[config.mk]
export PLATFORM = sky130hd
export DESIGN_NAME = chip8_regfile
export DESIGN_NICKNAME = d
export VERILOG_FILES = /design/src/chip8_isa_pkg.sv /design/src/chip8_regfile.sv
export SDC_FILE = /design/constraint.sdc
export NUM_CORES = 1
export LEC_CHECK = 0
export BUFFER_PORTS_ARGS = -buffer_cell sky130_fd_sc_hd__buf_4
export CAP_MARGIN = 20
export CORE_MARGIN = 1.5
export CORE_UTILIZATION = 30
export CTS_BUF_LIST = sky130_fd_sc_hd__clkbuf_4
export DETAILED_ROUTE_END_ITERATION = 16
export GPL_TIMING_DRIVEN = 1
export SYNTH_ARGS = -nofsm -noshare
export SYNTH_HDL_FRONTEND = slang
export SYNTH_SLANG_ARGS = --single-unit
export TNS_END_PERCENT = 30
[constraint.sdc]
create_clock -name clk -period 2.5 [get_ports clk]
set_clock_uncertainty 0.15 [all_clocks]
set_input_delay 0.125 -clock clk [delete_from_list [all_inputs] [get_ports clk]]
set_output_delay 0.125 -clock clk [all_outputs]
set_load 0.01 [all_outputs]
[src/chip8_isa_pkg.sv]
package chip8_isa_pkg;

   // field widths
   localparam int ADDR_W    = 12;
   localparam int BYTE_W    = 8;
   localparam int REG_IDX_W = 4;
   localparam int OP_W      = 16;
   localparam int DIGIT_W   = 4;

   typedef logic [ADDR_W-1:0]    addr_t;
   typedef logic [BYTE_W-1:0]    byte_t;
   typedef logic [REG_IDX_W-1:0] reg_idx_t;
   typedef logic [OP_W-1:0]      opword_t;
   typedef logic [DIGIT_W-1:0]   digit_t;
   typedef logic [3*DIGIT_W-1:0] bcd_t;   // hundreds, tens, ones

   localparam addr_t PROG_START = 12'h200;   // programs load here

   localparam reg_idx_t FLAG_REG = 4'hF;    // VF

   // one shift per bit of a byte
   localparam int BCD_STAGES = BYTE_W;

endpackage

[src/chip8_regfile.sv]
`timescale 1ns/1ps

module chip8_regfile
   import chip8_isa_pkg::*;
(
   input  logic     clk,
   input  logic     rst,
   input  reg_idx_t rd_a_idx,
   input  reg_idx_t rd_b_idx,
   output byte_t    rd_a,
   output byte_t    rd_b,
   input  logic     wr_en,
   input  reg_idx_t wr_idx,
   input  byte_t    wr_data,
   input  logic     flag_en,
   input  logic     flag_val
);

   byte_t v [16];

   assign rd_a = v[rd_a_idx];
   assign rd_b = v[rd_b_idx];

   always_ff @(posedge clk)
   begin
      if (rst)
      begin
         for (int k = 0; k < 16; k++)
         begin
            v[k] <= '0;
         end
      end
      else
      begin
         if (wr_en)
            v[wr_idx] <= wr_data;
         if (flag_en)
            v[FLAG_REG] <= {7'b0, flag_val};   // last, so VF result loses
      end
   end

endmodule

==> qor.yml <==
pwr:
  peakVddDrop_v: 0.000202
  power-per-cell-area_mw_per_mm2: 587
  p_leak_uw: 0.00272
cells_and_area:
  largest_register_ffs: 128
  largestRegisters: "v (128)"
  drive_gt1_share_pct: 32.9
  stdcell_count: 803
  area_growth_pct: 15.0
  top_register: "v"
  fill_cells: 2182
  finalNetCount: 529
synthesis:
  ys_types: 26
  synth-seq-cells: 128
  async_flop_share_pct: 0
  synth-edff-count: 128
  syn_inst: 455
  yosysSeqAreaShare_pct: 55.7
  yosys-top-cells-count: "128 x edfxtp_1, 114 x and2_1, 64 x mux4_2"
  syn-cell-area_mm2: 0.00690
  netlist_top_cells_area: "edfxtp_1 56%, mux4_2 21%, and2_1 10%, a22oi_1 3.5%, or2_2 1.4%"
  synth_top_cell_by_area: "edfxtp_1"
  synth_warnings: 0
  synth.most_common_cell: "edfxtp_1"
  synth_top_area_share_pct: 55.7
  syn_nets: 480
  avgSynthCellArea_um2: 15.2
  synthFlopType: "edfxtp_1"
timing:
  fin_ws_ns: 0.126
  maxSlewHeadroom_pct: 44.2
  maxSlewViolCount: 0
  setup_tns_ns: 0
  fin_crit_sh_pct: 95.0
  hold_violations: 0
  worst_slew_pin_slew_ns: 0.835
  max_freq_mhz: 421
  period_needed_ns: 2.37
  final-setup-viol-count: 0
  rsz0062_at_grt: "no"
worst_setup_path:
  slowest_delay_ns: 0.46
  cp.arrival_ns: 2.10
  crit_path_start: "v[9][6]"
  critPathMaxFanout: 2
  cp_cell_sequence: "mux4_2 -> a22oi_1 -> nand2_1 -> buf_4"
  critPathRequiredTime_ns: 2.23
  criticalPathCategory: "register to primary output"
  crit_path_end_kind: "primary output"
  crit_end: "rd_b[6]"
  crit_slowest_cell: "mux4_2"
  start_kind: "register"
route:
  post_drt_wl_per_cell_um: 22.2
  vias_per_cell: 5.24
  firstDrtPassIters: 5
  via_count: 4204
  drt_iter0_markers: 360
  wl_um: 17900
  antenna_left: 0
  drc: 0
cts:
  postCtsSetupBuffers: 0
  clkSinkCount: 128
  cts_inserted_buffers: 17
  clk_pin_slew_ns: 0.14
  cts_max_level: 4
  cts.path.max_buffers: 2
  cts_tree: "built"
  clock-root-buffer: "clkbuf_4"
grt:
  grt_pass1_wl_um: 26900
  antenna_found_initial: 1
  grt_usage_pct: 15.5
  overflow: 0
  grt_max_degree: 33
  first_global_vias: 4371
die:
  fp.dieArea_mm2: 0.0239
  io_pins: 41
  initial_core_util_pct: 30.6
  die_y_um: 155
  placementRows: 55
  die_w_um: 155
  core_mm2: 0.0226
placed_design:
  place_congestion: 0.839
  hpwl_um: 12700
  port_buffers: 40
  dp.cells: 753
  place_ws_ns: 0.328
worst_hold_path:
  hold_class: "input port to register"
outcome:
  status: "finished, final reports clean"
run:
  drv_cap: 0
worst min path at each step:
| stage | to | slack [ns] | cells after the start | start |
|---|---|---|---|---|
| 6_report | v[7][5] | 0.09 | 2 | rst |
| 5_1_grt | v[7][6] | 0.07 | 2 | rst |
| 2_1_floorplan | v[0][7] | 0.17 | 1 | wr_data[7] |
| 4_1_cts | v[2][5] | 0.04 | 2 | rst |
| 3_3_place_gp | v[15][0] | 0.31 | 3 | flag_val |
| 3_5_place_dp | v[15][0] | 0.30 | 3 | flag_val |
routing by layer:
layer	track usage, %	vias up	share of wire [%]
li1	-	1873	-
met1	20.2	2176	43
met2	25.0	130	49
met3	3.14	25	4.9
met4	7.01	0	3.3
met5	0	-	0
critical path: cells and delay by family (launching register included):
family / cells / cell delay (ns)
buf+inv: 1 / 0.17
simple gates: 1 / 0.10
flops: 1 / 0.41
compound gates: 1 / 0.44
mux: 1 / 0.46
cell usage in the layout (no fill, tap or decap), types with 3 or more instances in the layout:
cell           Yosys  routed
and2_1           114     114
clkinv_4           0       3
clkinvlp_4         0       4
nor2b_1            4       4
edfxtp_1         128     128
clkbuf_4           0      18
nor4_1             4       4
or2_2             15      15
nor3_1            13      13
nor2_1            11      11
buf_4              2      48
mux4_2            64      64
a22oi_1           32      30
nor2_4             3       3
inv_6              0       4
dlygate4sd3_1      0      17
nand2_1           17      17
cell families after synthesis:
logic type,Yosys count,share of synthesized area [%]
mux,64,20.9
flops,128,55.7
buf+inv,38,2.85
compound gates,34,3.68
simple gates,191,16.9
report_power, final:
| group | internal, uW | switching [uW] | leakage, uW |
|---|---|---|---|
| Combinational | 320 | 350 | 0.00134 |
| Sequential | 2480 | 68.3 | 0.00123 |
| Clock | 618 | 820 | 0.000146 |
| Total | 3420 | 1240 | 0.00272 |
area by class of cell:
type / count / area (um^2) / area share [%]
Clock inverter: 14 / 156 / 1.97
Antenna cell: 1 / 2.50 / 0.0315
Multi-Input combinational cell: 289 / 2870 / 36.2
Sequential cell: 128 / 3840 / 48.4
Timing Repair Buffer: 67 / 571 / 7.19
Inverter: 1 / 3.75 / 0.0473
Tap cell: 285 / 357 / 4.49
Clock buffer: 18 / 135 / 1.70
repair_timing:
| action | CTS | global route |
|---|---|---|
| endpoints found under the hold margin | 127 | 0 |
| endpoints found under the setup margin | 0 | 2 |
| resized for setup | 0 | 2 |
| hold buffers | 17 | 0 |
through the flow:
step,total power [uW],utilization [%],cell area [um^2],hold slack (ns)
2_1_floorplan,2970,-,6900,0.173
5_1_grt,4830,35.2,7940,0.0731
3_5_place_dp,3250,33.1,7460,0.295
4_1_cts,4680,35.1,7930,0.0392
6_report,4660,35.2,7940,0.0875
3_3_place_gp,3220,33.1,7460,0.313
No activity file was read; power rests on OpenSTA's default activity.
