--- config.mk ---
export PLATFORM = sky130hd
export DESIGN_NAME = chip8_bcd_stage
export DESIGN_NICKNAME = d
export VERILOG_FILES = /design/src/chip8_isa_pkg.sv /design/src/chip8_bcd_stage.sv
export SDC_FILE = /design/constraint.sdc
export NUM_CORES = 1
export LEC_CHECK = 0
export BUFFER_PORTS_ARGS = -buffer_cell sky130_fd_sc_hd__clkbuf_2
export CAP_MARGIN = 20
export CORE_MARGIN = 1
export CORE_UTILIZATION = 38
export CTS_CLUSTER_SIZE = 30
export DETAILED_ROUTE_END_ITERATION = 8
export PLACE_DENSITY = 0.8
export SLEW_MARGIN = 30
export SYNTH_ARGS = -nofsm -noshare
export SYNTH_HDL_FRONTEND = slang
export SYNTH_SLANG_ARGS = --single-unit
--- constraint.sdc ---
create_clock -name clk -period 1.35 [get_ports clk]
set_input_delay 0.27 -clock clk [delete_from_list [all_inputs] [get_ports clk]]
set_output_delay 0.27 -clock clk [all_outputs]
set_load 0.05 [all_outputs]
--- src/chip8_isa_pkg.sv ---
package chip8_isa_pkg;

   // field widths
   localparam int ADDR_W    = 12;
   localparam int BYTE_W    = 8;
   localparam int REG_IDX_W = 4;
   localparam int OP_W      = 16;
   localparam int DIGIT_W   = 4;

   typedef logic [ADDR_W-1:0]    addr_t;
   typedef logic [BYTE_W-1:0]    byte_t;
   typedef logic [REG_IDX_W-1:0] reg_idx_t;
   typedef logic [OP_W-1:0]      opword_t;
   typedef logic [DIGIT_W-1:0]   digit_t;
   typedef logic [3*DIGIT_W-1:0] bcd_t;   // hundreds, tens, ones

   localparam addr_t PROG_START = 12'h200;   // programs load here

   localparam reg_idx_t FLAG_REG = 4'hF;    // VF

   // one shift per bit of a byte
   localparam int BCD_STAGES = BYTE_W;

endpackage

--- src/chip8_bcd_stage.sv ---
`timescale 1ns/1ps

module chip8_bcd_stage
   import chip8_isa_pkg::*;
#(
   parameter bit ACTIVE = 1'b1   // 0: pure delay stage
)
(
   input  logic  clk,
   input  logic  rst,
   input  logic  in_valid,
   input  addr_t in_addr,
   input  byte_t in_bin,
   input  bcd_t  in_bcd,
   output logic  out_valid,
   output addr_t out_addr,
   output byte_t out_bin,
   output bcd_t  out_bcd
);

   bcd_t adj;

   // add 3 to every digit of 5 or more
   always_comb
   begin
      adj = in_bcd;
      for (int d = 0; d < 3; d++)
      begin
         if (in_bcd[4*d +: 4] >= 4'd5)
            adj[4*d +: 4] = in_bcd[4*d +: 4] + 4'd3;
      end
   end

   always_ff @(posedge clk)
   begin
      if (rst)
         out_valid <= 1'b0;
      else
         out_valid <= in_valid;
   end

   always_ff @(posedge clk)
   begin
      out_addr <= in_addr;
      if (ACTIVE)
      begin
         out_bcd <= {adj[10:0], in_bin[7]};   // msb first
         out_bin <= {in_bin[6:0], 1'b0};
      end
      else
      begin
         out_bcd <= in_bcd;
         out_bin <= in_bin;
      end
   end

endmodule

==> PnR_summary.wiki <==
{| class="wikitable"
! Metric !! Value
|-
| Total iterations of the first detailed-routing run || 4
|-
| Launching element type of the critical path || register
|-
| Final period util || 88.35%
|-
| Buffer levels on the longest clock path || 2
|-
| Final setup viols || 0
|-
| Die span in x || 51.80 um
|-
| DRC viols || 0
|-
| Wire length of the first global-routing pass || 2608 um
|-
| Net count after synthesis || 120
|-
| PostCTS Resize Cnt || 0
|-
| Crit path DAT || 0.92 ns
|-
| Placement-stage cell area || 1300 um2
|-
| Die outline height || 51.80 um
|-
| Cells after Synth || 79
|-
| Setup Fix Bufs, Post-CTS || 0
|-
| Number of buffers added to fix hold violations after cts || 0
|-
| Number of buffers and inverters on the critical path || 1
|-
| Most used cells in the layout excluding fill and tap cells || clkbuf_2, dfxtp_1, nand2_1
|-
| Number of clock buffers inserted by TritonCTS || 5
|-
| TNS Setup || 0 ns
|-
| Vias per cell || 4.228
|-
| Clock slew at the register clock pins of the worst setup and hold paths || 0.10 ns
|-
| CTS Root Cell || clkbuf_4
|-
| WL final || 1700 um
|-
| Average wire per standard cell || 9.444 um
|-
| Share of final-layout standard cells stronger than drive strength 1 || 50.66%
|-
| Number of violations reported at the end of detailed-routing iteration 0 || 4
|-
| Antenna-violating nets left || 0
|-
| Final min period || 1.193 ns
|-
| Count of standard-cell rows || 17
|-
| Ys Warns || 0
|-
| Placed wire-length estimate after detailed placement || 1468 um
|-
| Initial antenna violation count || 0
|-
| Power density normalized to cell area || 1563 nW/um2
|-
| Fin util || 60.64%
|-
| Global-route usage over all layers || 14.52%
|-
| Chain of cells forming the critical path || clkbuf_2
|-
| Number of global-route vias before repair || 704
|-
| # diodes || 0
|-
| Commonest non-fill, non-tap cell in the layout || clkbuf_2
|-
| Sink count of the clock tree || 32
|-
| CP Class || register to output port
|-
| Final-report hold violation count || 0
|-
| Required time reported for the critical path endpoint || 1.08 ns
|-
| Initial standard-cell utilization of the core || 41.40%
|-
| Worst Setup End Kind || output port
|-
| Type of the tightest min-delay check || input pin to register
|-
| Pwr Total || 2.158 mW
|-
| Number of synthesized register bits || 32
|-
| Remaining global-route overflow || 0
|-
| IO Port Bufs || 66
|-
| Part of the Yosys area used for sequential elements || 67.99%
|-
| Largest net degree at the start of global routing || 12
|-
| Cell area after technology mapping || 942.2 um2
|-
| Area overhead of the layout relative to synthesis || 46.48%
|-
| Max rail drop VDD || 0.9673 mV
|-
| Maximum capacitance violations || 0
|-
| Slowest CP cell || dfxtp_1
|-
| Reported leakage power || 0.7464 nW
|-
| Number of pins with negative max-slew slack in the final report || 0
|-
| DIE AREA || 2683 um2
|-
| Finished Cell Area || 1380 um2
|-
| Setup repair after global routing missed its margin || false
|-
| Floorplan Core Area || 2276 um2
|-
| Max Clock Freq || 0.8384 GHz
|-
| Kind of cell adding the most delay to the critical path || flip-flops
|-
| Number of unique standard cell types used by synthesis || 14
|-
| Routability cong. || 0.6313
|-
| Crit path max fanout || 1
|-
| CTS tree || built
|-
| Via count || 761
|-
| Final nets || 192
|-
| Synthesized area per cell || 11.93 um2
|-
| Outcome || finished, final reports clean
|-
| Number of H-tree branching levels || 2
|-
| Boundary pin count || 68
|-
| Highest cell delay on the worst timing path || 0.33 ns
|}
-- logic make-up (layout without fill, tap and decap cells) --
kind of cell | Yosys count | in the layout | share of synthesized area [%]
XOR/XNOR | 3 | 3 | 2.789
adder cells (fa/ha/maj) | 6 | 6 | 7.968
multiplexers | 3 | 3 | 3.187
AND/OR/NAND/NOR | 20 | 20 | 9.562
buffers and inverters | 7 | 80 | 3.187
flip-flops | 32 | 32 | 67.99
other | 1 | 1 | 0.3980
AO/OA/AOI/OAI | 7 | 7 | 4.914
-- metal layers --
metal / vias up / part of all wire (%) / GRT usage [%]
met3: 4 / 11 / 7.310
met5: - / 0 / 0
li1: 385 / - / -
met4: 0 / 1.5 / 9.459
met2: 49 / 52 / 27.06
met1: 323 / 35 / 11.64
-- report_power, final --
part / internal [mW] / switching, mW / total (mW)
clock: 0.386 / 0.307 / 0.693
sequential: 1.01 / 0.0178 / 1.03
combinational: 0.111 / 0.325 / 0.435
-- Yosys cell counts, drive strengths merged --
cell / number / area (um2)
nand2b: 5 / 31.28
nor2b: 1 / 6.260
o21ai: 4 / 20.02
ha: 6 / 75.07
a21oi: 3 / 26.28
nor2: 3 / 11.26
xnor2: 3 / 26.28
dfxtp: 32 / 640.6
inv: 6 / 22.52
conb: 1 / 3.750
mux2i: 3 / 30.03
buf: 1 / 7.510
nand2: 11 / 41.29
-- path summary, 6_finish.rpt --
path | end | startpoint | cells past startpoint | slack, ns
worst max-delay path | out_addr[5] | out_addr[5] | 1 | 0.16
worst min-delay path | out_addr[2] | in_addr[2] | 1 | 0.04
-- layout make-up --
class                   instances  area [um2]
clock buffers                   5       37.54
repair buffers                 66       330.3
flip-flops and latches         32       640.6
multi-input cells              40       271.5
fillers                       192       895.9
clock inverters                 3       42.54
inverters                       6       22.52
well taps                      28       35.03
-- stage by stage --
step                hold slack [ns]  setup slack (ns)  std cells
floorplan                    0.2977            0.2958         79
finish                      0.04116            0.1573        180
detailed placement           0.3739           0.09376        172
global route                0.01405           0.09960        180
global placement             0.3736            0.1862        172
CTS                         0.02465            0.1343        180
-- flip-flops by register name, indices dropped and copies added (netlist names) --
| signal | cells |
|---|---|
| out_valid | 1 |
| out_bcd | 12 |
| out_bin | 7 |
| out_addr | 12 |
Note: power is estimated with default switching activity, not from simulation.
