===== src/chip8_isa_pkg.sv =====
package chip8_isa_pkg;

   // field widths
   localparam int ADDR_W    = 12;
   localparam int BYTE_W    = 8;
   localparam int REG_IDX_W = 4;
   localparam int OP_W      = 16;
   localparam int DIGIT_W   = 4;

   typedef logic [ADDR_W-1:0]    addr_t;
   typedef logic [BYTE_W-1:0]    byte_t;
   typedef logic [REG_IDX_W-1:0] reg_idx_t;
   typedef logic [OP_W-1:0]      opword_t;
   typedef logic [DIGIT_W-1:0]   digit_t;
   typedef logic [3*DIGIT_W-1:0] bcd_t;   // hundreds, tens, ones

   localparam addr_t PROG_START = 12'h200;   // programs load here

   localparam reg_idx_t FLAG_REG = 4'hF;    // VF

   // one shift per bit of a byte
   localparam int BCD_STAGES = BYTE_W;

endpackage


===== src/chip8_bcd_writer.sv =====
`timescale 1ns/1ps

module chip8_bcd_writer
   import chip8_isa_pkg::*;
(
   input  logic  clk,
   input  logic  rst,
   input  logic  in_valid,
   input  addr_t in_addr,
   input  bcd_t  in_bcd,
   output logic  bcd_we,
   output addr_t bcd_waddr,
   output byte_t bcd_wdata,
   output logic  bcd_done
);

   logic [1:0] cnt;   // 0 hundreds, 1 tens, 2 ones
   logic       busy;
   logic       last;
   logic       free;
   addr_t      cur_addr;
   bcd_t       cur_bcd;
   logic       skid_valid;
   addr_t      skid_addr;
   bcd_t       skid_bcd;
   digit_t     digit;

   assign last      = busy && (cnt == 2'd2);
   assign free      = !busy || last;
   assign bcd_we    = busy;
   assign bcd_waddr = cur_addr + addr_t'(cnt);
   assign bcd_wdata = {4'b0, digit};
   assign bcd_done  = last;

   always_comb
   begin
      case (cnt)
         2'd0:    digit = cur_bcd[11:8];
         2'd1:    digit = cur_bcd[7:4];
         default: digit = cur_bcd[3:0];
      endcase
   end

   always_ff @(posedge clk)
   begin
      if (rst)
      begin
         busy       <= 1'b0;
         cnt        <= '0;
         skid_valid <= 1'b0;
      end
      else if (free)
      begin
         busy       <= skid_valid || in_valid;
         cnt        <= '0;
         skid_valid <= skid_valid && in_valid;   // skid drains, new one waits
      end
      else
      begin
         cnt        <= cnt + 2'd1;
         skid_valid <= skid_valid || in_valid;
      end
   end

   always_ff @(posedge clk)
   begin
      if (free)
      begin
         cur_addr <= skid_valid ? skid_addr : in_addr;
         cur_bcd  <= skid_valid ? skid_bcd : in_bcd;
      end
      if (in_valid && (skid_valid || !free))
      begin
         skid_addr <= in_addr;
         skid_bcd  <= in_bcd;
      end
   end

   assert property (@(posedge clk) disable iff (rst) (in_valid && !free) |-> !skid_valid)
      else $error("second conversion waiting on a full skid entry");

endmodule


===== config.mk =====
export PLATFORM = sky130hd
export DESIGN_NAME = chip8_bcd_writer
export DESIGN_NICKNAME = d
export VERILOG_FILES = /design/src/chip8_isa_pkg.sv /design/src/chip8_bcd_writer.sv
export SDC_FILE = /design/constraint.sdc
export NUM_CORES = 1
export LEC_CHECK = 0
export ABC_AREA = 1
export BUFFER_PORTS_ARGS = -buffer_cell sky130_fd_sc_hd__buf_4
export CORE_MARGIN = 10
export CORE_UTILIZATION = 49
export DETAILED_ROUTE_END_ITERATION = 12
export MAX_ROUTING_LAYER = met4
export PLACE_DENSITY = 0.85
export SYNTH_ARGS = -nofsm -noshare
export SYNTH_HDL_FRONTEND = slang
export SYNTH_SLANG_ARGS = --single-unit

===== constraint.sdc =====
create_clock -name clk -period 2.8 [get_ports clk]
set_clock_uncertainty 0.15 [all_clocks]
set_input_delay 0.28 -clock clk [delete_from_list [all_inputs] [get_ports clk]]
set_output_delay 0.28 -clock clk [all_outputs]
set_load 0.005 [all_outputs]

==> key figures <==
STA
  • Worst setup margin: 0.3666 ns
  • Final Hold Viols: 0
  • Final Slew Violations: 0
  • Final setup viols: 0
  • Setup TNS: 0 ns
  • Fin crit share: 86.91%
  • RSZ-0062 raised after global routing: no
  • Minimum clock period: between 2 and 2.5 ns
  • Max Fclk: 411.0 MHz

Synth
  • Register area share after synthesis: 64.78%
  • Synth async-reset ratio: 0%
  • Yosys top cell area share: 61.37%
  • Synth warnings: 0
  • Syn_area_per_cell: approximately 11 um^2
  • Top cells by area, synth: edfxtp_1, nand2_1, dfxtp_1
  • Unique masters post-synth: 25
  • Area leader, netlist: edfxtp_1
  • Post-Synthesis Cell Area: 2349 um^2
  • Top post-synthesis cells by count: nand2_1, edfxtp_1, inv_1
  • Top FF cell, synth: edfxtp_1
  • Count leader, synth: nand2_1
  • Post-synthesis cell count: 222
  • EDFF count, synth: 48
  • Seq cells post-synth: 52

Die
  • Total core area: around 4700 um^2
  • DIE AREA: 7962 um^2
  • Die W: a little under 90 um
  • Die Ht: 89.23 um
  • # IOs: 49
  • Rows: 25
  • Starting Density: 50.05%

Clocking
  • Worst-skew pair later-pin latency: 0.29 ns
  • CTS tree: yes
  • Resize count post-CTS: 0
  • H-Tree Depth: 2
  • Clock Pin Slew Worst Setup and Hold Paths: 0.08 ns
  • Post-CTS Repair Setup Buffers: 0
  • TritonCTS buffer count: 5
  • Root Buffer: clkbuf_8
  • Clock sink count: 52
  • Clock Tree Buf Depth: 2

Placement
  • Post-Place Cells: 317
  • Post-Place Setup Slack: 0.7060 ns
  • GPL Wtd Cong: roughly 0.81
  • Count of input and output buffers: 44
  • Detail Placement HPWL: approximately 3.4 mm

Drt
  • Vias: 1,606
  • Detail Route Antenna Nets: 0
  • Routed vias/inst: approximately 4.8
  • DRC: 0
  • Routed WL per cell: roughly 14 um
  • First-pass iteration count of the detailed router: 4
  • Post-Route WL: ~4.5 mm
  • First DRT Iteration DRCs: 98

Power
  • Peak VDD IR: 0.4147 mV
  • Design Power: 1.596 mW
  • Leak: 1.282 nW
  • Cell Pwr Density: 555.5 nW/um^2

Setup path
  • Most used cell, CP: nand2_1
  • Worst path slowest cell: dfxtp_1
  • CP arrival: around 2.0 ns
  • Crit path cell chain: ha_1 > inv_1 > fa_1 > inv_1 > nand3_2 > nor2_4 > nand2_1 > nand2_1 > nand2_1 > buf_4
  • Critical path type: reg -> out
  • CP required: 2.37 ns
  • Critical path's largest stage delay: 0.41 ns
  • Nature of the critical path startpoint: register
  • CP Capture Type: output port
  • Crit path max fanout: 5

Cells and area
  • Share of post-route cells with drive strength above 1: 20.86%
  • Antenna Cells: 0
  • Area grow syn2layout: 22.32%
  • Post-Layout Cell Count: 332
  • Final Net Count: 310
  • FILL cells: 388

Global routing
  • Initial antenna violation count: 0
  • Gr usage total: approximately 12%
  • Largest net degree at the start of global routing: 28
  • Total gr overflow: 0
  • Wire length of the first global-routing pass: 7.383 mm
  • Number of global-route vias before repair: 1,554

Hold path
  • Hold crit path type: in -> reg

Run status
  • Run status: complete, no violations

Run
  • Max Cap Viol: 0
layer usage:
metal	vias to the layer above	global-route usage (%)	wire length (um)	share of wire, %
met4	0	5.202	40	0.89
met3	2	2.370	204	4.5
met2	38	20.00	2278	51
met5	-	-	0	0
li1	824	-	-	-
met1	742	14.62	1967	44
cells by family (layout without fill, tap and decap cells):
| logic type | after synthesis | count (layout) | synth area share [%] |
|---|---|---|---|
| AO/OA/AOI/OAI | 7 | 7 | 2.131 |
| AND/OR/NAND/NOR | 127 | 127 | 22.38 |
| buffers and inverters | 25 | 78 | 5.541 |
| adder cells (fa/ha/maj) | 6 | 6 | 3.516 |
| other | 1 | 4 | 0.1597 |
| XOR/XNOR | 4 | 4 | 1.492 |
| flip-flops | 52 | 52 | 64.78 |
state kept, by name, summed over array words and instances, names as in the netlist:
name,flops
cur_addr,12
cur_bcd,12
skid_addr,12
skid_bcd,12
cnt,2
bcd_we,1
skid_valid,1
path summary, 6_finish.rpt:
path                     start                      to  slack, ns  cells past startpoint
min reg2reg  cnt[0]$_SDFF_PP0_       cnt[0]$_SDFF_PP0_       0.35                      1
max          cnt[0]$_SDFF_PP0_            bcd_waddr[8]       0.37                     10
max reg2reg  cnt[0]$_SDFF_PP0_  skid_addr[1]$_DFFE_PP_       0.83                      6
min                  in_bcd[2]   skid_bcd[2]$_DFFE_PP_       0.02                      1
worst max-delay path, delay by kind of cell (launching register included):
kind	cells	cell delay, ns
fa+ha+maj	2	0.61
simple gates	5	0.42
flops	1	0.41
buf+inv	3	0.28
metrics by stage:
| stage | hold WS, ns | util [%] | area, um^2 |
|---|---|---|---|
| finish | 0.01758 | 61.23 | 2873 |
| global route | -0.0006899 | 61.23 | 2873 |
| CTS | 0.004669 | 59.95 | 2813 |
| detailed placement | 0.3043 | 58.03 | 2723 |
| global placement | 0.2980 | 58.03 | 2723 |
| floorplan | 0.1994 | - | 2360 |
power by group:
part           internal (mW)  switching [mW]  leakage [nW]
logic                  0.119           0.129         0.742
clock network          0.174           0.211        0.0399
registers              0.929          0.0333         0.500
total                   1.22           0.374          1.28
area by class of cell:
type / instances / area, um^2 / area share, %
multi-input combinational: 148 / 708.2 / 24.65
tap: 54 / 67.56 / 2.352
timing repair buffer: 54 / 435.4 / 15.16
sequential: 52 / 1521 / 52.96
clock inverter: 1 / 3.754 / 0.1307
inverter: 16 / 60.06 / 2.091
clock buffer: 7 / 76.32 / 2.657
cells in the final DEF, fill, tap and decap left out, types with 2 or more instances in the layout:
master	n
clkbuf_1	2
dfxtp_1	4
ha_1	5
dlygate4sd3_1	7
nand4_1	2
conb_1	4
clkbuf_8	5
nand3_1	4
inv_1	15
xnor2_1	2
xor2_1	2
nand3b_1	4
nand2_1	107
buf_4	46
edfxtp_1	48
a22oi_1	4
nor2_1	6
repair_timing:
action / in CTS / in global routing
setup endpoints to repair: 0 / 0
hold buffers: 1 / 6
hold endpoints to repair: 1 / 6
(Power assumes the default switching activity.)
