<file path="config.mk">
export PLATFORM = sky130hd
export DESIGN_NAME = chip8_alu
export DESIGN_NICKNAME = d
export VERILOG_FILES = /design/src/chip8_isa_pkg.sv /design/src/chip8_ctrl_pkg.sv /design/src/chip8_alu.sv
export SDC_FILE = /design/constraint.sdc
export NUM_CORES = 1
export LEC_CHECK = 0
export BUFFER_PORTS_ARGS = -buffer_cell sky130_fd_sc_hd__buf_4
export CAP_MARGIN = 20
export CORE_UTILIZATION = 35
export DETAILED_ROUTE_END_ITERATION = 16
export GPL_TIMING_DRIVEN = 0
export SYNTH_ARGS = -nofsm -noshare
export SYNTH_HDL_FRONTEND = slang
export SYNTH_SLANG_ARGS = --single-unit
</file>
<file path="constraint.sdc">
create_clock -name vclk -period 3.4
set_input_delay 0.51 -clock vclk [all_inputs]
set_output_delay 0.51 -clock vclk [all_outputs]
set_load 0.005 [all_outputs]
</file>
<file path="src/chip8_isa_pkg.sv">
package chip8_isa_pkg;

   // field widths
   localparam int ADDR_W    = 12;
   localparam int BYTE_W    = 8;
   localparam int REG_IDX_W = 4;
   localparam int OP_W      = 16;
   localparam int DIGIT_W   = 4;

   typedef logic [ADDR_W-1:0]    addr_t;
   typedef logic [BYTE_W-1:0]    byte_t;
   typedef logic [REG_IDX_W-1:0] reg_idx_t;
   typedef logic [OP_W-1:0]      opword_t;
   typedef logic [DIGIT_W-1:0]   digit_t;
   typedef logic [3*DIGIT_W-1:0] bcd_t;   // hundreds, tens, ones

   localparam addr_t PROG_START = 12'h200;   // programs load here

   localparam reg_idx_t FLAG_REG = 4'hF;    // VF

   // one shift per bit of a byte
   localparam int BCD_STAGES = BYTE_W;

endpackage

</file>
<file path="src/chip8_ctrl_pkg.sv">
package chip8_ctrl_pkg;

   typedef enum logic [2:0] {
      ST_IDLE,
      ST_FETCH_HI,
      ST_FETCH_LO,
      ST_DECODE,
      ST_EXEC,
      ST_TRANSFER,   // FX55 / FX65
      ST_BCD_WAIT,
      ST_HALTED
   } core_state_t;

   // values match the low nibble of 8XYn
   typedef enum logic [3:0] {
      ALU_MOV  = 4'h0,
      ALU_OR   = 4'h1,
      ALU_AND  = 4'h2,
      ALU_XOR  = 4'h3,
      ALU_ADD  = 4'h4,
      ALU_SUB  = 4'h5,
      ALU_SHR  = 4'h6,
      ALU_SUBN = 4'h7,
      ALU_SHL  = 4'hE
   } alu_op_t;

endpackage

</file>
<file path="src/chip8_alu.sv">
`timescale 1ns/1ps

module chip8_alu
   import chip8_isa_pkg::*;
   import chip8_ctrl_pkg::*;
(
   input  alu_op_t op,
   input  byte_t   x,
   input  byte_t   y,
   output byte_t   result,
   output logic    flag,
   output logic    flag_en
);

   logic [8:0] sum;

   assign sum = {1'b0, x} + {1'b0, y};

   always_comb
   begin
      result  = x;
      flag    = 1'b0;
      flag_en = 1'b0;
      case (op)
         ALU_MOV: result = y;
         ALU_OR:  result = x | y;
         ALU_AND: result = x & y;
         ALU_XOR: result = x ^ y;
         ALU_ADD:
         begin
            result  = sum[7:0];
            flag    = sum[8];   // carry out
            flag_en = 1'b1;
         end
         ALU_SUB:
         begin
            result  = x - y;
            flag    = (x >= y);   // no borrow
            flag_en = 1'b1;
         end
         ALU_SHR:
         begin
            result  = x >> 1;
            flag    = x[0];
            flag_en = 1'b1;
         end
         ALU_SUBN:
         begin
            result  = y - x;
            flag    = (y >= x);
            flag_en = 1'b1;
         end
         ALU_SHL:
         begin
            result  = x << 1;
            flag    = x[7];
            flag_en = 1'b1;
         end
         default: result = x;
      endcase
   end

endmodule

</file>
==> results.md <==
* Status: finished clean
* Final Util at 0.420
* Distinct cells, synth at 64
* Peak supply drop at approximately 0.054 mV
* Chip Height at between 70 and 80 um
* Crit end category: output pin
* Top Usage Layer GRT: met2
* CP most frequent cell: buf_4
* Remaining Overflow, GRT at 0
* Placer Congestion at a little under 1
* Chip width at 77.9 um
* Vias in the first global route at 2163
* Hold path startpoint: x[2]
* Final HPWL DP at approximately 5300 um
* Min Tclk post-route at between 3 and 4 ns
* Leakage power figure at approximately 1.1 nW
* Slew Limit Headroom at 0.418
* Worst slack at placement at 0.305 ns
* Required time worst endpoint at approximately 2.9 ns
* Layout cells sized above 1 at 0.156
* Post-CTS sizing at 0
* Slew @ Worst Pin at roughly 0.87 ns
* Initial antenna violation count at 0
* FFs & Latches at 0
* Hold Fails Final Rpt at 0
* Register Area at 0 um^2
* Unrepaired setup endpoints after global routing: no
* Post-placement cell area at approximately 0.0023 mm^2
* Tot Pwr at ~0.33 mW
* Routed length per instance at ~17 um
* Worst Hold Path EP: result[2]
* Critical path arrival at 2.60 ns
* Hold WS at 1.35 ns
* Final setup viols at 0
* Routed Antenna Nets at 0
* Setup TNS at 0 ns
* Synthesis Warnings at 0
* Fin. max-slew vios at 0
* Via count at 2311
* PwrDens at 142 mW/mm^2
* M2 GR Usage at 0.363
* Clock buffers at 0
* Gate Count Post-Synth at between 200 and 300
* Min-Delay Path Depth at 3
* Setup WS post-layout at roughly 0.29 ns
* Max cap viols at 0
* CP startpoint kind: primary input
* Die area at around 0.006 mm^2
* Period utilization at 0.914
* IO Count at 30
* Fmax at between 300 and 400 MHz
* Initial Util at 0.364
* Post-Syn Area at 0.00202 mm^2
* Final WL at roughly 6800 um
* Largest net degree at the start of global routing at 11
* Final Instance Count excl. Fillers at 392
* Class of the most critical setup path: primary input to output pin
* Slowest cell on crit path: fa_1
* Drt initial violations at about 210
* Fin area at between 0.002 and 0.0025 mm^2
* Layout area overhead at 15.3%
* M1 GR Usage at 0.324
* Port-buffer cells at 29
* Mean post-synth cell area at about 7 um^2
* Std cell rows at 27
* Inst Count DP at between 300 and 400
* DRC viols at 0
* First-pass GRT wire length at 11000 um
* Post-DR vias/cell at between 5 and 6
* Post-CTS Setup Bufs at 0
* All-Layer GR Usage at 0.225
* Crit path largest cell delay at about 0.41 ns
* Worst hold path class: primary input to output pin
* Syn Nets at ~350
* Ant. Diodes at 0
* Cts hold-fix bufs at 0
* Crit-path cells: buf_4 > ha_1 > inv_1 > fa_1 > nor2b_1 > o2111ai_1 > and4_1 > nor3_1 > a31oi_1 > buf_4
* First-pass detailed-route iteration total at 5
* Worst-path maximum fanout at 7
* Grt met3 use at 0.0200
* Fillers at about 620
* Seq/Total Area, Yosys at 0
* Core area at about 0.0055 mm^2
* Nets at 380
==> critical path: cells and delay by family <==
family,cells,cell delay (ns)
simple gates,3,0.75
fa+ha+maj,2,0.65
buf+inv,3,0.34
compound gates,2,0.34
==> placed cells by master, fill, tap and decap left out, types with 2 or more instances in the layout <==
cell / count
a211oi_1: 7
a21o_1: 3
a21oi_1: 22
a22oi_1: 2
a31oi_1: 8
a32oi_1: 4
and2_1: 2
and3b_1: 2
and4_1: 3
buf_1: 2
buf_2: 11
buf_4: 31
clkbuf_1: 5
fa_1: 3
ha_1: 35
inv_1: 25
mux2_2: 2
mux2i_1: 6
nand2_1: 20
nand2b_1: 3
nand3_1: 3
nor2_1: 22
nor2b_1: 10
nor3_1: 8
nor4_1: 3
nor4bb_1: 2
o2111ai_1: 3
o211ai_1: 7
o21a_1: 2
o21ai_0: 13
o21bai_1: 7
o22a_1: 2
o22ai_1: 5
o31ai_1: 4
o41a_1: 2
or3_1: 2
or4_1: 2
==> cells in the mapped netlist (3+ instances only) <==
| library cell | n | area (um^2) |
|---|---|---|
| ha_1 | 35 | 438 |
| inv_1 | 25 | 93.8 |
| a21oi_1 | 22 | 110 |
| nor2_1 | 22 | 82.6 |
| nand2_1 | 20 | 75.1 |
| o21ai_0 | 13 | 65.1 |
| buf_2 | 11 | 55.1 |
| nor2b_1 | 10 | 62.6 |
| a31oi_1 | 8 | 50.1 |
| nor3_1 | 8 | 40.0 |
| a211oi_1 | 7 | 52.6 |
| o211ai_1 | 7 | 52.6 |
| o21bai_1 | 7 | 52.6 |
| mux2i_1 | 6 | 60.1 |
| clkbuf_1 | 5 | 18.8 |
| o22ai_1 | 5 | 31.3 |
| a32oi_1 | 4 | 35.0 |
| o31ai_1 | 4 | 30.0 |
| a21o_1 | 3 | 22.5 |
| and4_1 | 3 | 26.3 |
| fa_1 | 3 | 60.1 |
| nand2b_1 | 3 | 18.8 |
| nand3_1 | 3 | 15.0 |
| nor4_1 | 3 | 18.8 |
| o2111ai_1 | 3 | 26.3 |
==> cell type report <==
cell class	instances	area, um^2	share of cell area
multi-input cells	244	1810	0.779
inverters	26	97.6	0.0420
well taps	72	90.1	0.0388
plain buffers	21	108	0.0463
repair buffers	29	218	0.0936
==> worst max-delay path by stage <==
| stage | end | from | depth (start not counted) | slack, ns |
|---|---|---|---|---|
| finish | result[6] | x[0] | 10 | 0.29 |
| global route | result[7] | x[1] | 9 | 0.21 |
| CTS | result[6] | x[0] | 10 | 0.30 |
| detailed placement | result[6] | x[0] | 10 | 0.30 |
| global placement | result[6] | x[0] | 10 | 0.27 |
| floorplan | result[2] | x[0] | 8 | 0.91 |
==> metal layers <==
layer	routed length, um	vias up
li1	-	1131
met1	3220	1056
met2	2900	112
met3	500	12
met4	145	0
met5	0	-
==> power breakdown <==
part | leakage, nW | switching (mW) | internal (mW)
clock network | 0 | 0 | 0
logic | 1.05 | 0.191 | 0.138
registers | 0 | 0 | 0
==> cells by family (layout without fill, tap and decap cells) <==
| logic type | after synthesis | count (layout) | share of synthesized area |
|---|---|---|---|
| XOR/XNOR | 2 | 2 | 0.00869 |
| AO/OA/AOI/OAI | 105 | 105 | 0.359 |
| buffers and inverters | 47 | 76 | 0.102 |
| adder cells (fa/ha/maj) | 38 | 38 | 0.247 |
| AND/OR/NAND/NOR | 90 | 90 | 0.237 |
| multiplexers | 9 | 9 | 0.0465 |
(Power assumes the default switching activity.)
