File: config.mk
export PLATFORM = sky130hd
export DESIGN_NAME = chip8_core
export DESIGN_NICKNAME = d
export VERILOG_FILES = /design/src/chip8_isa_pkg.sv /design/src/chip8_ctrl_pkg.sv /design/src/chip8_core.sv
export SDC_FILE = /design/constraint.sdc
export NUM_CORES = 1
export LEC_CHECK = 0
export ABC_AREA = 1
export BUFFER_PORTS_ARGS = -buffer_cell sky130_fd_sc_hd__buf_2
export CORE_AREA = 2 2 120 122
export CTS_CLUSTER_DIAMETER = 60
export DETAILED_ROUTE_END_ITERATION = 8
export DIE_AREA = 0 0 122 124
export SYNTH_ARGS = -nofsm -noshare
export SYNTH_HDL_FRONTEND = slang
export SYNTH_SLANG_ARGS = --single-unit
File: constraint.sdc
create_clock -name clk -period 2.2 [get_ports clk]
set_input_delay 0.44 -clock clk [delete_from_list [all_inputs] [get_ports clk]]
set_output_delay 0.44 -clock clk [all_outputs]
set_load 0.01 [all_outputs]
File: src/chip8_isa_pkg.sv
package chip8_isa_pkg;

   // field widths
   localparam int ADDR_W    = 12;
   localparam int BYTE_W    = 8;
   localparam int REG_IDX_W = 4;
   localparam int OP_W      = 16;
   localparam int DIGIT_W   = 4;

   typedef logic [ADDR_W-1:0]    addr_t;
   typedef logic [BYTE_W-1:0]    byte_t;
   typedef logic [REG_IDX_W-1:0] reg_idx_t;
   typedef logic [OP_W-1:0]      opword_t;
   typedef logic [DIGIT_W-1:0]   digit_t;
   typedef logic [3*DIGIT_W-1:0] bcd_t;   // hundreds, tens, ones

   localparam addr_t PROG_START = 12'h200;   // programs load here

   localparam reg_idx_t FLAG_REG = 4'hF;    // VF

   // one shift per bit of a byte
   localparam int BCD_STAGES = BYTE_W;

endpackage

File: src/chip8_ctrl_pkg.sv
package chip8_ctrl_pkg;

   typedef enum logic [2:0] {
      ST_IDLE,
      ST_FETCH_HI,
      ST_FETCH_LO,
      ST_DECODE,
      ST_EXEC,
      ST_TRANSFER,   // FX55 / FX65
      ST_BCD_WAIT,
      ST_HALTED
   } core_state_t;

   // values match the low nibble of 8XYn
   typedef enum logic [3:0] {
      ALU_MOV  = 4'h0,
      ALU_OR   = 4'h1,
      ALU_AND  = 4'h2,
      ALU_XOR  = 4'h3,
      ALU_ADD  = 4'h4,
      ALU_SUB  = 4'h5,
      ALU_SHR  = 4'h6,
      ALU_SUBN = 4'h7,
      ALU_SHL  = 4'hE
   } alu_op_t;

endpackage

File: src/chip8_core.sv
`timescale 1ns/1ps

module chip8_core
   import chip8_isa_pkg::*;
   import chip8_ctrl_pkg::*;
(
   input  logic     clk,
   input  logic     rst,
   input  logic     run,
   output logic     halted,
   output addr_t    cpu_addr,
   input  byte_t    cpu_rdata,
   output logic     cpu_we,
   output byte_t    cpu_wdata,
   output reg_idx_t rd_a_idx,
   output reg_idx_t rd_b_idx,
   input  byte_t    rd_a,
   input  byte_t    rd_b,
   output logic     wr_en,
   output reg_idx_t wr_idx,
   output byte_t    wr_data,
   output alu_op_t  alu_op,
   input  byte_t    alu_result,
   input  logic     alu_flag,
   input  logic     alu_flag_en,
   output logic     flag_en,
   output logic     flag_val,
   output logic     bcd_valid,
   output byte_t    bcd_value,
   output addr_t    bcd_addr,
   input  logic     bcd_done
);

   core_state_t state;
   addr_t       pc;
   addr_t       i_reg;
   opword_t     op;
   reg_idx_t    xfer_idx;
   logic        xfer_phase;   // FX65 waits one cycle for read data
   reg_idx_t    x;
   reg_idx_t    y;
   byte_t       nn;
   addr_t       nnn;
   logic        is_load;
   logic        alu_code_ok;

   assign x           = op[11:8];
   assign y           = op[7:4];
   assign nn          = op[7:0];
   assign nnn         = op[11:0];
   assign is_load     = (nn == 8'h65);
   assign alu_code_ok = (op[3:0] <= 4'h7) || (op[3:0] == 4'hE);
   assign alu_op      = alu_op_t'(op[3:0]);
   assign halted      = (state == ST_HALTED);
   assign rd_a_idx    = (state == ST_TRANSFER) ? xfer_idx : x;
   assign rd_b_idx    = y;
   assign cpu_we      = (state == ST_TRANSFER) && !is_load;
   assign cpu_wdata   = rd_a;

   always_comb
   begin
      case (state)
         ST_FETCH_LO: cpu_addr = pc + 12'd1;
         ST_TRANSFER: cpu_addr = i_reg + addr_t'(xfer_idx);
         default:     cpu_addr = pc;
      endcase
   end

   always_comb
   begin
      wr_en    = 1'b0;
      wr_idx   = x;
      wr_data  = nn;
      flag_en  = 1'b0;
      flag_val = alu_flag;
      if (state == ST_EXEC)
      begin
         case (op[15:12])
            4'h6: wr_en = 1'b1;
            4'h7:
            begin
               wr_en   = 1'b1;
               wr_data = rd_a + nn;   // wraps, VF untouched
            end
            4'h8:
            begin
               wr_en   = alu_code_ok;
               wr_data = alu_result;
               flag_en = alu_code_ok && alu_flag_en;
            end
            default: wr_en = 1'b0;
         endcase
      end
      else if ((state == ST_TRANSFER) && is_load)
      begin
         wr_en   = xfer_phase;
         wr_idx  = xfer_idx;
         wr_data = cpu_rdata;
      end
   end

   always_ff @(posedge clk)
   begin
      if (rst)
      begin
         state      <= ST_IDLE;
         pc         <= PROG_START;
         i_reg      <= '0;
         bcd_valid  <= 1'b0;
         xfer_idx   <= '0;
         xfer_phase <= 1'b0;
      end
      else
      begin
         bcd_valid <= 1'b0;
         case (state)
            ST_IDLE:
            begin
               if (run)
                  state <= ST_FETCH_HI;
            end
            ST_FETCH_HI: state <= ST_FETCH_LO;
            ST_FETCH_LO: state <= ST_DECODE;
            ST_DECODE:
            begin
               pc    <= pc + 12'd2;
               state <= ST_EXEC;
            end
            ST_EXEC:
            begin
               state <= ST_FETCH_HI;
               case (op[15:12])
                  4'h1:
                  begin
                     if (nnn == pc - 12'd2)   // jump to itself
                        state <= ST_HALTED;
                     else
                        pc <= nnn;
                  end
                  4'h3:
                  begin
                     if (rd_a == nn)
                        pc <= pc + 12'd2;
                  end
                  4'h4:
                  begin
                     if (rd_a != nn)
                        pc <= pc + 12'd2;
                  end
                  4'h5:
                  begin
                     if (rd_a == rd_b)
                        pc <= pc + 12'd2;
                  end
                  4'hA: i_reg <= nnn;
                  4'hF:
                  begin
                     case (nn)
                        8'h1E: i_reg <= i_reg + addr_t'(rd_a);
                        8'h33:
                        begin
                           bcd_valid <= 1'b1;
                           state     <= ST_BCD_WAIT;
                        end
                        8'h55, 8'h65:
                        begin
                           xfer_idx   <= '0;
                           xfer_phase <= 1'b0;
                           state      <= ST_TRANSFER;
                        end
                        default: state <= ST_FETCH_HI;
                     endcase
                  end
                  default: state <= ST_FETCH_HI;   // 9XY0, BNNN and the rest
               endcase
            end
            ST_TRANSFER:
            begin
               if (is_load && !xfer_phase)
                  xfer_phase <= 1'b1;
               else
               begin
                  xfer_phase <= 1'b0;
                  if (xfer_idx == x)
                     state <= ST_FETCH_HI;
                  else
                     xfer_idx <= xfer_idx + 4'd1;
               end
            end
            ST_BCD_WAIT:
            begin
               if (bcd_done)
                  state <= ST_FETCH_HI;
            end
            default: state <= ST_HALTED;
         endcase
      end
   end

   always_ff @(posedge clk)
   begin
      if (state == ST_FETCH_LO)
         op[15:8] <= cpu_rdata;
      if (state == ST_DECODE)
         op[7:0] <= cpu_rdata;
      if (state == ST_EXEC)
      begin
         bcd_value <= rd_a;
         bcd_addr  <= i_reg;
      end
   end

   assert property (@(posedge clk) disable iff (rst) pc[0] == 1'b0)
      else $error("pc left an even address");

   assert property (@(posedge clk) disable iff (rst) state == ST_HALTED |=> state == ST_HALTED)
      else $error("core left the halted state without reset");

endmodule

==> flow_metrics.tcl, run 1 <==
set metrics [dict create \
    slew_headroom_pct 74.9 \
    top_layer_used "met4" \
    synth_edf_count 36 \
    maxSlewViolCount 0 \
    wirelength_mm 20.2 \
    wl_per_cell_um 16.8 \
    largest_reg_flops 16 \
    die_h_um 124 \
    total_power_mw 7.37 \
    reg2reg_slack_ns 0.01 \
    cp-start-kind "flop" \
    async_reset_ff_share_pct 0 \
    antenna_found_initial 0 \
    nFillCells 1221 \
    clock-sinks 69 \
    syn_area_um2 5440 \
    via_per_inst 5.27 \
    first_pass_iters 6 \
    critPathKind "flop to output pin" \
    setup_ws_ns -0.564 \
    drt_iter0_markers 774 \
    crit_top_cell "a21oi_2" \
    worstPathArrival_ns 2.32 \
    tightest_slew_ns 0.377 \
    final_nets 1080 \
    synth_cell_types 46 \
    cts_tree "built" \
    worst_path_max_delay_cell "edfxtp_1" \
    root_buffer "clkbuf_16" \
    wl_met1_mm 8.83 \
    via_count 6329 \
    io_buffers 105 \
    hold_viol_final 0 \
    fin_cells 1201 \
    wl_met3_mm 1.37 \
    rows 43 \
    clk_pin_slew_ns 0.06 \
    numCtsBuffers 9 \
    crit_start "op[0]" \
    h-tree-depth 3 \
    met2_length_mm 9.48 \
    cts_hold_buf 0 \
    insertion_delay_ns 0.35 \
    dp_hpwl_mm 14.3 \
    p_sw_share_pct 43.4 \
    crit_path_max_fanout 2 \
    grt_use_total_pct 26.4 \
    coreArea_um2 13700 \
    start_util_pct 39.7 \
    avgSynthCellArea_um2 6.97 \
    regMostFlops "op" \
    ys_ff_latch 69 \
    min_period_ns 2.76 \
    die_area_um2 15100 \
    io_pins 108 \
    ctsLongestPathBuffers 2 \
    p_comb_share_pct 54.4 \
    r2r_start "op[3]" \
    syn_to_final_growth_pct 52.5 \
    ant_nets 0 \
    cp_cell_sequence "ha_2 > fa_2 > nand2_2 > inv_2 > o21ai_2 > nand2_1 > a21oi_2 > o21bai_1 > a21oi_1 > o21ai_1 > a21oi_2 > buf_2" \
    grt_first_pass_wirelength_mm 30.2 \
    pwr-share-clk_pct 20.4 \
    worstPathRequired_ns 1.76 \
    max_stage_delay_ns 0.40 \
    grt_pass1_vias 5718 \
    fin_skew_ns 0.00940 \
    pre_cts_slack_ns -0.393 \
    gp_congestion 1.00 \
    status "finished with violations" \
    p_leak_nw 3.84 \
    rsz0062_at_grt "yes" \
    hold_slack_ns 0.304 \
    finalCritPeriodShare_pct 126 \
    power.switching_mw 3.20 \
    die_w_um 122 \
    grt_max_degree 24 \
    violations "negative setup slack" \
    p_seq_share_pct 25.2 \
    min_from "cpu_rdata[6]" \
    yosysSeqAreaShare_pct 32.0 \
    post-place-cells 1137 \
    drv_cap 0 \
    min_to "op[6]" \
    holdPathStages 1 \
    vdd_drop_max_uv 592 \
    ys_warn_count 0 \
    grt-ovfl-total 0 \
    diodes 0 \
    drive_gt1_share_pct 43.2 \
    power_density_nw_per_um2 888 \
    hold_class "input port to flop" \
    max_clock_freq_ghz 0.362 \
    ff2ff_path_depth 14 \
    drcViolationCount 0 \
    finalSetupViolCount 24 \
    crit_path_end_kind "output pin" \
    ys.flop_type "edfxtp_1" \
    synth_nets 845 \
    reg2reg_to "pc[2]" \
    p_int_mw 4.17 \
    netlist_instances 781 \
]
==> synthesized netlist by cell type, types with 10 or more instances <==
cell | number | area (µm²)
a21oi_1 | 57 | 285
buf_4 | 18 | 135
clkbuf_1 | 11 | 41.3
dfxtp_1 | 33 | 661
edfxtp_1 | 36 | 1080
ha_1 | 23 | 288
inv_1 | 79 | 297
nand2_1 | 193 | 724
nand3_1 | 50 | 250
nand4_1 | 14 | 87.6
nor2_1 | 77 | 289
nor3_1 | 10 | 50.1
o21ai_0 | 60 | 300
xnor2_1 | 15 | 131
xor2_1 | 15 | 131
==> cell usage in the layout (no fill, tap or decap), types with 13 or more instances in the layout <==
cell type,n
a21oi_1,36
a21oi_2,17
buf_2,102
buf_4,126
buf_6,34
dfxtp_1,21
edfxtp_1,36
ha_1,13
inv_1,66
inv_2,15
nand2_1,166
nand2_2,18
nand3_1,42
nand4_1,14
nor2_1,68
o21ai_0,33
o21ai_1,14
xnor2_1,14
xor2_1,15
==> metrics by stage <==
step	utilization (%)	area [µm²]	TNS [ns]
after floorplan	-	5450	-0.101
after global placement	49.5	6790	-3.05
after detailed placement	49.5	6790	-3.13
after CTS	55.5	7610	-7.73
after global routing	60.5	8300	-11.87
final	60.5	8300	-8.27
==> cell families (layout without fill, tap and decap cells) <==
logic type | Yosys count | after routing | share of synthesized area, %
xor gates and xnor gates | 30 | 30 | 4.83
adders and majority gates | 26 | 26 | 6.39
and+or+nand+nor | 374 | 374 | 30.1
AOI/OAI and AO/OA | 151 | 151 | 15.7
DFF | 69 | 69 | 32.0
buffers and inverters | 131 | 371 | 11.0
==> power by group through the flow <==
stage | clock (mW) | sequential [mW] | combinational, mW
final | 1.51 | 1.86 | 4.01
after detailed placement | 0 | 1.85 | 3.25
after global routing | 1.59 | 1.88 | 4.38
after floorplan | 0 | 1.82 | 2.08
after global placement | 0 | 1.85 | 3.23
after CTS | 1.53 | 1.84 | 3.46
==> cell type report <==
class | count | area [µm²] | area share, %
inverters | 89 | 352 | 4.24
multi-input cells | 581 | 3740 | 45.0
well taps | 180 | 225 | 2.71
flip-flops and latches | 69 | 1760 | 21.2
clock inverters | 7 | 73.8 | 0.889
clock buffers | 9 | 225 | 2.71
repair buffers | 266 | 1920 | 23.2
==> critical path, delay by kind of cell, from the launching register on <==
kind | cells | cell delay [ns]
and+or+nand+nor | 2 | 0.16
DFF | 1 | 0.40
adders and majority gates | 2 | 0.57
AOI/OAI and AO/OA | 6 | 0.67
buffers and inverters | 2 | 0.17
==> metal layers <==
| metal | up-vias | global-route usage (%) |
|---|---|---|
| met5 | - | 0 |
| met4 | 0 | 9.05 |
| met3 | 44 | 5.04 |
| met2 | 283 | 43.3 |
| met1 | 2920 | 34.9 |
| li1 | 3082 | - |
==> timing repair <==
action / 4_1_cts / 5_1_grt
endpoints found under the setup margin: 31 / 53
gates cloned: 0 / 4
setup buffers: 33 / 20
pin swaps: 35 / 43
resized for setup: 104 / 132
==> how the worst max path moves through the flow <==
stage	to	cells past startpoint
after floorplan	wr_data[6]	11
after global placement	wr_data[6]	13
after detailed placement	wr_data[6]	13
after CTS	wr_data[6]	12
after global routing	wr_data[6]	12
final	wr_data[6]	12
No activity file was read; power rests on OpenSTA's default activity.
==> run 2: changes to the inputs <==
SKIP_LAST_GASP = 1   (was not set)
==> flow_metrics.tcl, run 2 (synthesized netlist as in run 1, its figures left out) <==
set metrics [dict create \
    die_area_um2 15100 \
    finalSetupViolCount 25 \
    cts_hold_buf 0 \
    wirelength_mm 20.2 \
    ctsLongestPathBuffers 2 \
    first_pass_iters 6 \
    ant_nets 0 \
    crit_path_end_kind "output pin" \
    crit_path_max_fanout 2 \
    status "finished with violations" \
    worstPathRequired_ns 1.76 \
    p_seq_share_pct 25.5 \
    finalCritPeriodShare_pct 126 \
    rows 43 \
    grt_max_degree 24 \
    largest_reg_flops 16 \
    grt_first_pass_wirelength_mm 30.2 \
    rsz0062_at_grt "yes" \
    drive_gt1_share_pct 42.8 \
    drcViolationCount 0 \
    die_w_um 122 \
    fin_skew_ns 0.0111 \
    antenna_found_initial 0 \
    cp_cell_sequence "ha_2 > fa_2 > nand2_2 > inv_2 > o21ai_2 > nand2_1 > a21oi_2 > o21bai_1 > a21oi_1 > o21ai_1 > a21oi_2 > buf_2" \
    final_nets 1080 \
    cp-start-kind "flop" \
    start_util_pct 39.7 \
    grt_use_total_pct 26.4 \
    power_density_nw_per_um2 887 \
    dp_hpwl_mm 14.3 \
    root_buffer "clkbuf_16" \
    max_clock_freq_ghz 0.361 \
    via_per_inst 5.23 \
    io_buffers 105 \
    gp_congestion 1.00 \
    critPathKind "flop to output pin" \
    setup_ws_ns -0.568 \
    multi_input_area_um2 3690 \
    total_power_mw 7.29 \
    max_stage_delay_ns 0.40 \
    crit_top_cell "a21oi_2" \
    final_common_cell "nand2_1" \
    min_period_ns 2.77 \
    p_int_mw 4.13 \
    tightest_slew_ns 0.396 \
    power.switching_mw 3.17 \
    drv_cap 0 \
    p_comb_share_pct 53.9 \
    maxSlewViolCount 0 \
    via_count 6285 \
    layout_common_cells "171 x nand2_1, 132 x buf_4, 103 x buf_2" \
    worst_path_max_delay_cell "edfxtp_1" \
    violations "negative setup slack" \
    drt_iter0_markers 679 \
    slew_headroom_pct 73.6 \
    regMostFlops "op" \
    h-tree-depth 3 \
    wl_per_cell_um 16.9 \
    pwr-share-clk_pct 20.6 \
    clk_pin_slew_ns 0.07 \
    hold_viol_final 0 \
    syn_to_final_growth_pct 51.1 \
    worstPathArrival_ns 2.33 \
    grt_pass1_vias 5728 \
    hold_class "input port to flop" \
    coreArea_um2 13700 \
    insertion_delay_ns 0.35 \
    regArea_um2 1760 \
    vdd_drop_max_uv 596 \
    post-place-cells 1137 \
    clock-sinks 69 \
    grt-ovfl-total 0 \
    die_h_um 124 \
    diodes 0 \
    cts_tree "built" \
    io_pins 108 \
    p_sw_share_pct 43.4 \
    p_leak_nw 3.82 \
    nFillCells 1243 \
    numCtsBuffers 9 \
    fin_cells 1201 \
]
[run 2: cell counts in the layout (fill, tap and decap cells not counted)]
No cell type changed its count.
[run 2: final timing paths]
kind	slack, ns	end	cells after the start	from
min	0.30	op[6]	1	cpu_rdata[6]
max reg2reg	0	pc[2]	14	op[3]
min reg2reg	0.52	bcd_addr[4]	0	i_reg[4]
max	-0.57	wr_data[6]	12	op[0]
[run 2: worst max-delay path: cells and delay by family, from the launching register on]
family	cells	cell delay, ns
AOI/OAI and AO/OA	6	0.67
adders and majority gates	2	0.57
DFF	1	0.40
buffers and inverters	2	0.17
and+or+nand+nor	2	0.16
[run 2: timing repair]
action	CTS	global route
pin swaps	34	39
gates resized for setup	102	115
gates cloned	0	4
buffers inserted	33	20
endpoints found under the setup margin	31	53
[run 2: power by group through the flow]
stage          logic [mW]  clock network, mW  registers, mW
2_1_floorplan        2.08                  0           1.82
3_3_place_gp         3.23                  0           1.85
3_5_place_dp         3.25                  0           1.85
4_1_cts              3.46               1.53           1.84
5_1_grt              4.30               1.59           1.88
6_report             3.93               1.50           1.86
[run 2: per-stage QoR]
step	instance area (µm²)	hold WS (ns)	setup slack (ns)	TNS [ns]	util (%)
2_1_floorplan	5450	0.434	-0.101	-0.101	-
3_3_place_gp	6790	0.482	-0.394	-3.05	49.5
3_5_place_dp	6790	0.494	-0.393	-3.13	49.5
4_1_cts	7610	0.297	-0.568	-7.75	55.4
5_1_grt	8220	0.299	-0.691	-12.46	59.9
6_report	8220	0.303	-0.568	-8.32	59.9
[run 2: routing by layer]
metal	share of wire (%)	vias up	global-route usage, %
met5	0	-	0
met4	2.9	0	9.05
met3	6.4	46	5.04
met2	47	252	43.4
met1	44	2908	34.9
li1	-	3079	-
[run 2: cell type report]
type / instances / area share [%]
multi-input combinational: 581 / 44.9
timing repair buffer: 266 / 23.0
sequential: 69 / 21.4
inverter: 89 / 4.28
clock buffer: 9 / 2.74
tap: 180 / 2.74
clock inverter: 7 / 0.898
==> run 3: changes to the inputs <==
ABC_AREA = not set   (was 1)
CORE_AREA = 2 2 101 142   (was 2 2 120 122)
DIE_AREA = 0 0 103 144   (was 0 0 122 124)
==> flow_metrics.tcl, run 3 <==
set metrics [dict create \
    status "finished with violations" \
    violations "negative setup slack" \
    netlist_instances 629 \
    synth_cell_types 69 \
    syn_area_um2 5300 \
    antenna_found_initial 0 \
    fin_skew_ns 0.00817 \
    max_stage_delay_ns 0.44 \
    worstPathArrival_ns 2.36 \
    start_util_pct 38.8 \
    hold_viol_final 0 \
    via_per_inst 5.57 \
    crit_top_cell "a21oi_2" \
    ys_warn_count 0 \
    rsz0062_at_grt "yes" \
    min_period_ns 2.80 \
    yosysSeqAreaShare_pct 32.9 \
    avgSynthCellArea_um2 8.42 \
    io_buffers 105 \
    cts_tree "built" \
    synth_edf_count 36 \
    grt-ovfl-total 0 \
    ctsLongestPathBuffers 2 \
    tns_ns -13.40 \
    post-place-cells 981 \
    drcViolationCount 0 \
    multi_input_area_um2 3640 \
    drv_cap 0 \
    finalCritPeriodShare_pct 127 \
    async_reset_ff_share_pct 0 \
    ant_nets 0 \
    hold_slack_ns 0.317 \
    regMostFlops "op" \
    design_area_um2 7670 \
    hold_class "input port to flop" \
    tightest_slew_ns 0.562 \
    power_density_nw_per_um2 606 \
    drt_iter0_markers 278 \
    grt_max_degree 28 \
    setup_ws_ns -0.597 \
    maxSlewViolCount 0 \
    synth_nets 693 \
    ys.flop_type "edfxtp_1" \
    p_leak_nw 3.21 \
    vdd_drop_max_uv 453 \
    largest_reg_flops 16 \
    syn_to_final_growth_pct 44.9 \
    die_w_um 103 \
    synthTopCellsByArea "edfxtp_1 20%, dfxtp_1 12%, nand2_1 5.5%" \
    synth_common_cells "77 x nand2_1, 47 x nor2_1, 41 x a21oi_1" \
    rows 51 \
    final_common_cell "buf_4" \
    wirelength_mm 19.0 \
    first_pass_iters 4 \
    crit_path_max_fanout 2 \
    slew_headroom_pct 62.0 \
    worstPathRequired_ns 1.76 \
    min_from "cpu_rdata[2]" \
    placed_cell_area_um2 6790 \
    die_h_um 144 \
    worst_path_max_delay_cell "edfxtp_1" \
    grt_first_pass_wirelength_mm 28.6 \
    ys_ff_latch 69 \
    numCtsBuffers 9 \
    coreArea_um2 13700 \
    cts_hold_buf 0 \
    dp_hpwl_mm 13.8 \
    root_buffer "clkbuf_16" \
    r2r_start "op[5]" \
    via_count 5689 \
    regArea_um2 1760 \
    cp_cell_sequence "ha_4 > a21o_1 > a21oi_2 > o21bai_2 > a2111oi_4 > o31a_1 > o21ai_1 > a21oi_2 > buf_2" \
    pre_cts_slack_ns -0.386 \
    synth_top_area_share_pct 20.4 \
    nFillCells 1270 \
    yosysMostFrequentCell "nand2_1" \
    total_power_mw 4.65 \
    final_nets 896 \
    cp-start-kind "flop" \
    clock-sinks 69 \
    grt_pass1_vias 5491 \
    gp_congestion 0.929 \
    io_pins 108 \
    insertion_delay_ns 0.34 \
    fin_util_pct 56.2 \
    crit_path_end_kind "output pin" \
    fin_cells 1022 \
    max_clock_freq_ghz 0.358 \
    grt_use_total_pct 25.5 \
    drive_gt1_share_pct 42.9 \
    critPathKind "flop to output pin" \
    diodes 0 \
    h-tree-depth 3 \
    die_area_um2 14800 \
    clk_pin_slew_ns 0.06 \
    wl_per_cell_um 18.6 \
    yosys.area.top_type "edfxtp_1" \
    finalSetupViolCount 42 \
    layout_common_cells "128 x buf_4, 106 x buf_2, 73 x nand2_1" \
    crit_start "op[1]" \
]
[run 3: worst max-delay path, delay by kind of cell (launching register included)]
kind,cells,cell delay (ns)
compound gates,7,1.18
fa+ha+maj,1,0.24
buf+inv,1,0.15
flops,1,0.44
[run 3: area by class of cell]
| class | count | area share, % |
|---|---|---|
| Timing Repair Buffer | 251 | 22.3 |
| Multi-Input combinational cell | 486 | 47.5 |
| Clock inverter | 6 | 0.522 |
| Inverter | 15 | 0.783 |
| Tap cell | 185 | 3.02 |
| Clock buffer | 10 | 2.98 |
| Sequential cell | 69 | 22.9 |
[run 3: path summary, 6_finish.rpt]
kind | endpoint | slack [ns] | cells past startpoint
setup reg to reg | pc[6] | -0.37 | 10
hold / removal | op[2] | 0.32 | 1
setup / recovery | wr_data[7] | -0.60 | 9
hold reg to reg | xfer_phase | 0.53 | 2
[run 3: kinds of logic after synthesis]
kind of cell             share of synthesized area (%)
adder cells (fa/ha/maj)                           6.57
flip-flops                                        32.9
AND/OR/NAND/NOR                                   22.9
XOR/XNOR                                          8.27
multiplexers                                     0.779
AO/OA/AOI/OAI                                     21.6
buffers and inverters                             6.97
[run 3: power breakdown]
group,switching [mW],internal [mW],total (mW),leakage (nW)
Clock,0.576,0.759,1.33,0.122
Sequential,0.0879,1.48,1.57,0.605
Combinational,0.947,0.804,1.75,2.49
[run 3: layer usage]
layer | global-route usage (%) | part of all wire [%]
met5 | 0 | 0
met2 | 45.7 | 52
met3 | 3.96 | 5.2
met1 | 29.3 | 39
met4 | 11.4 | 3.4
[run 3: timing repair]
action                                  4_1_cts  5_1_grt
resized for setup                            54       41
buffers inserted                             20       10
endpoints found under the setup margin       49       55
pin swaps                                    34       43
cloned                                        1        0
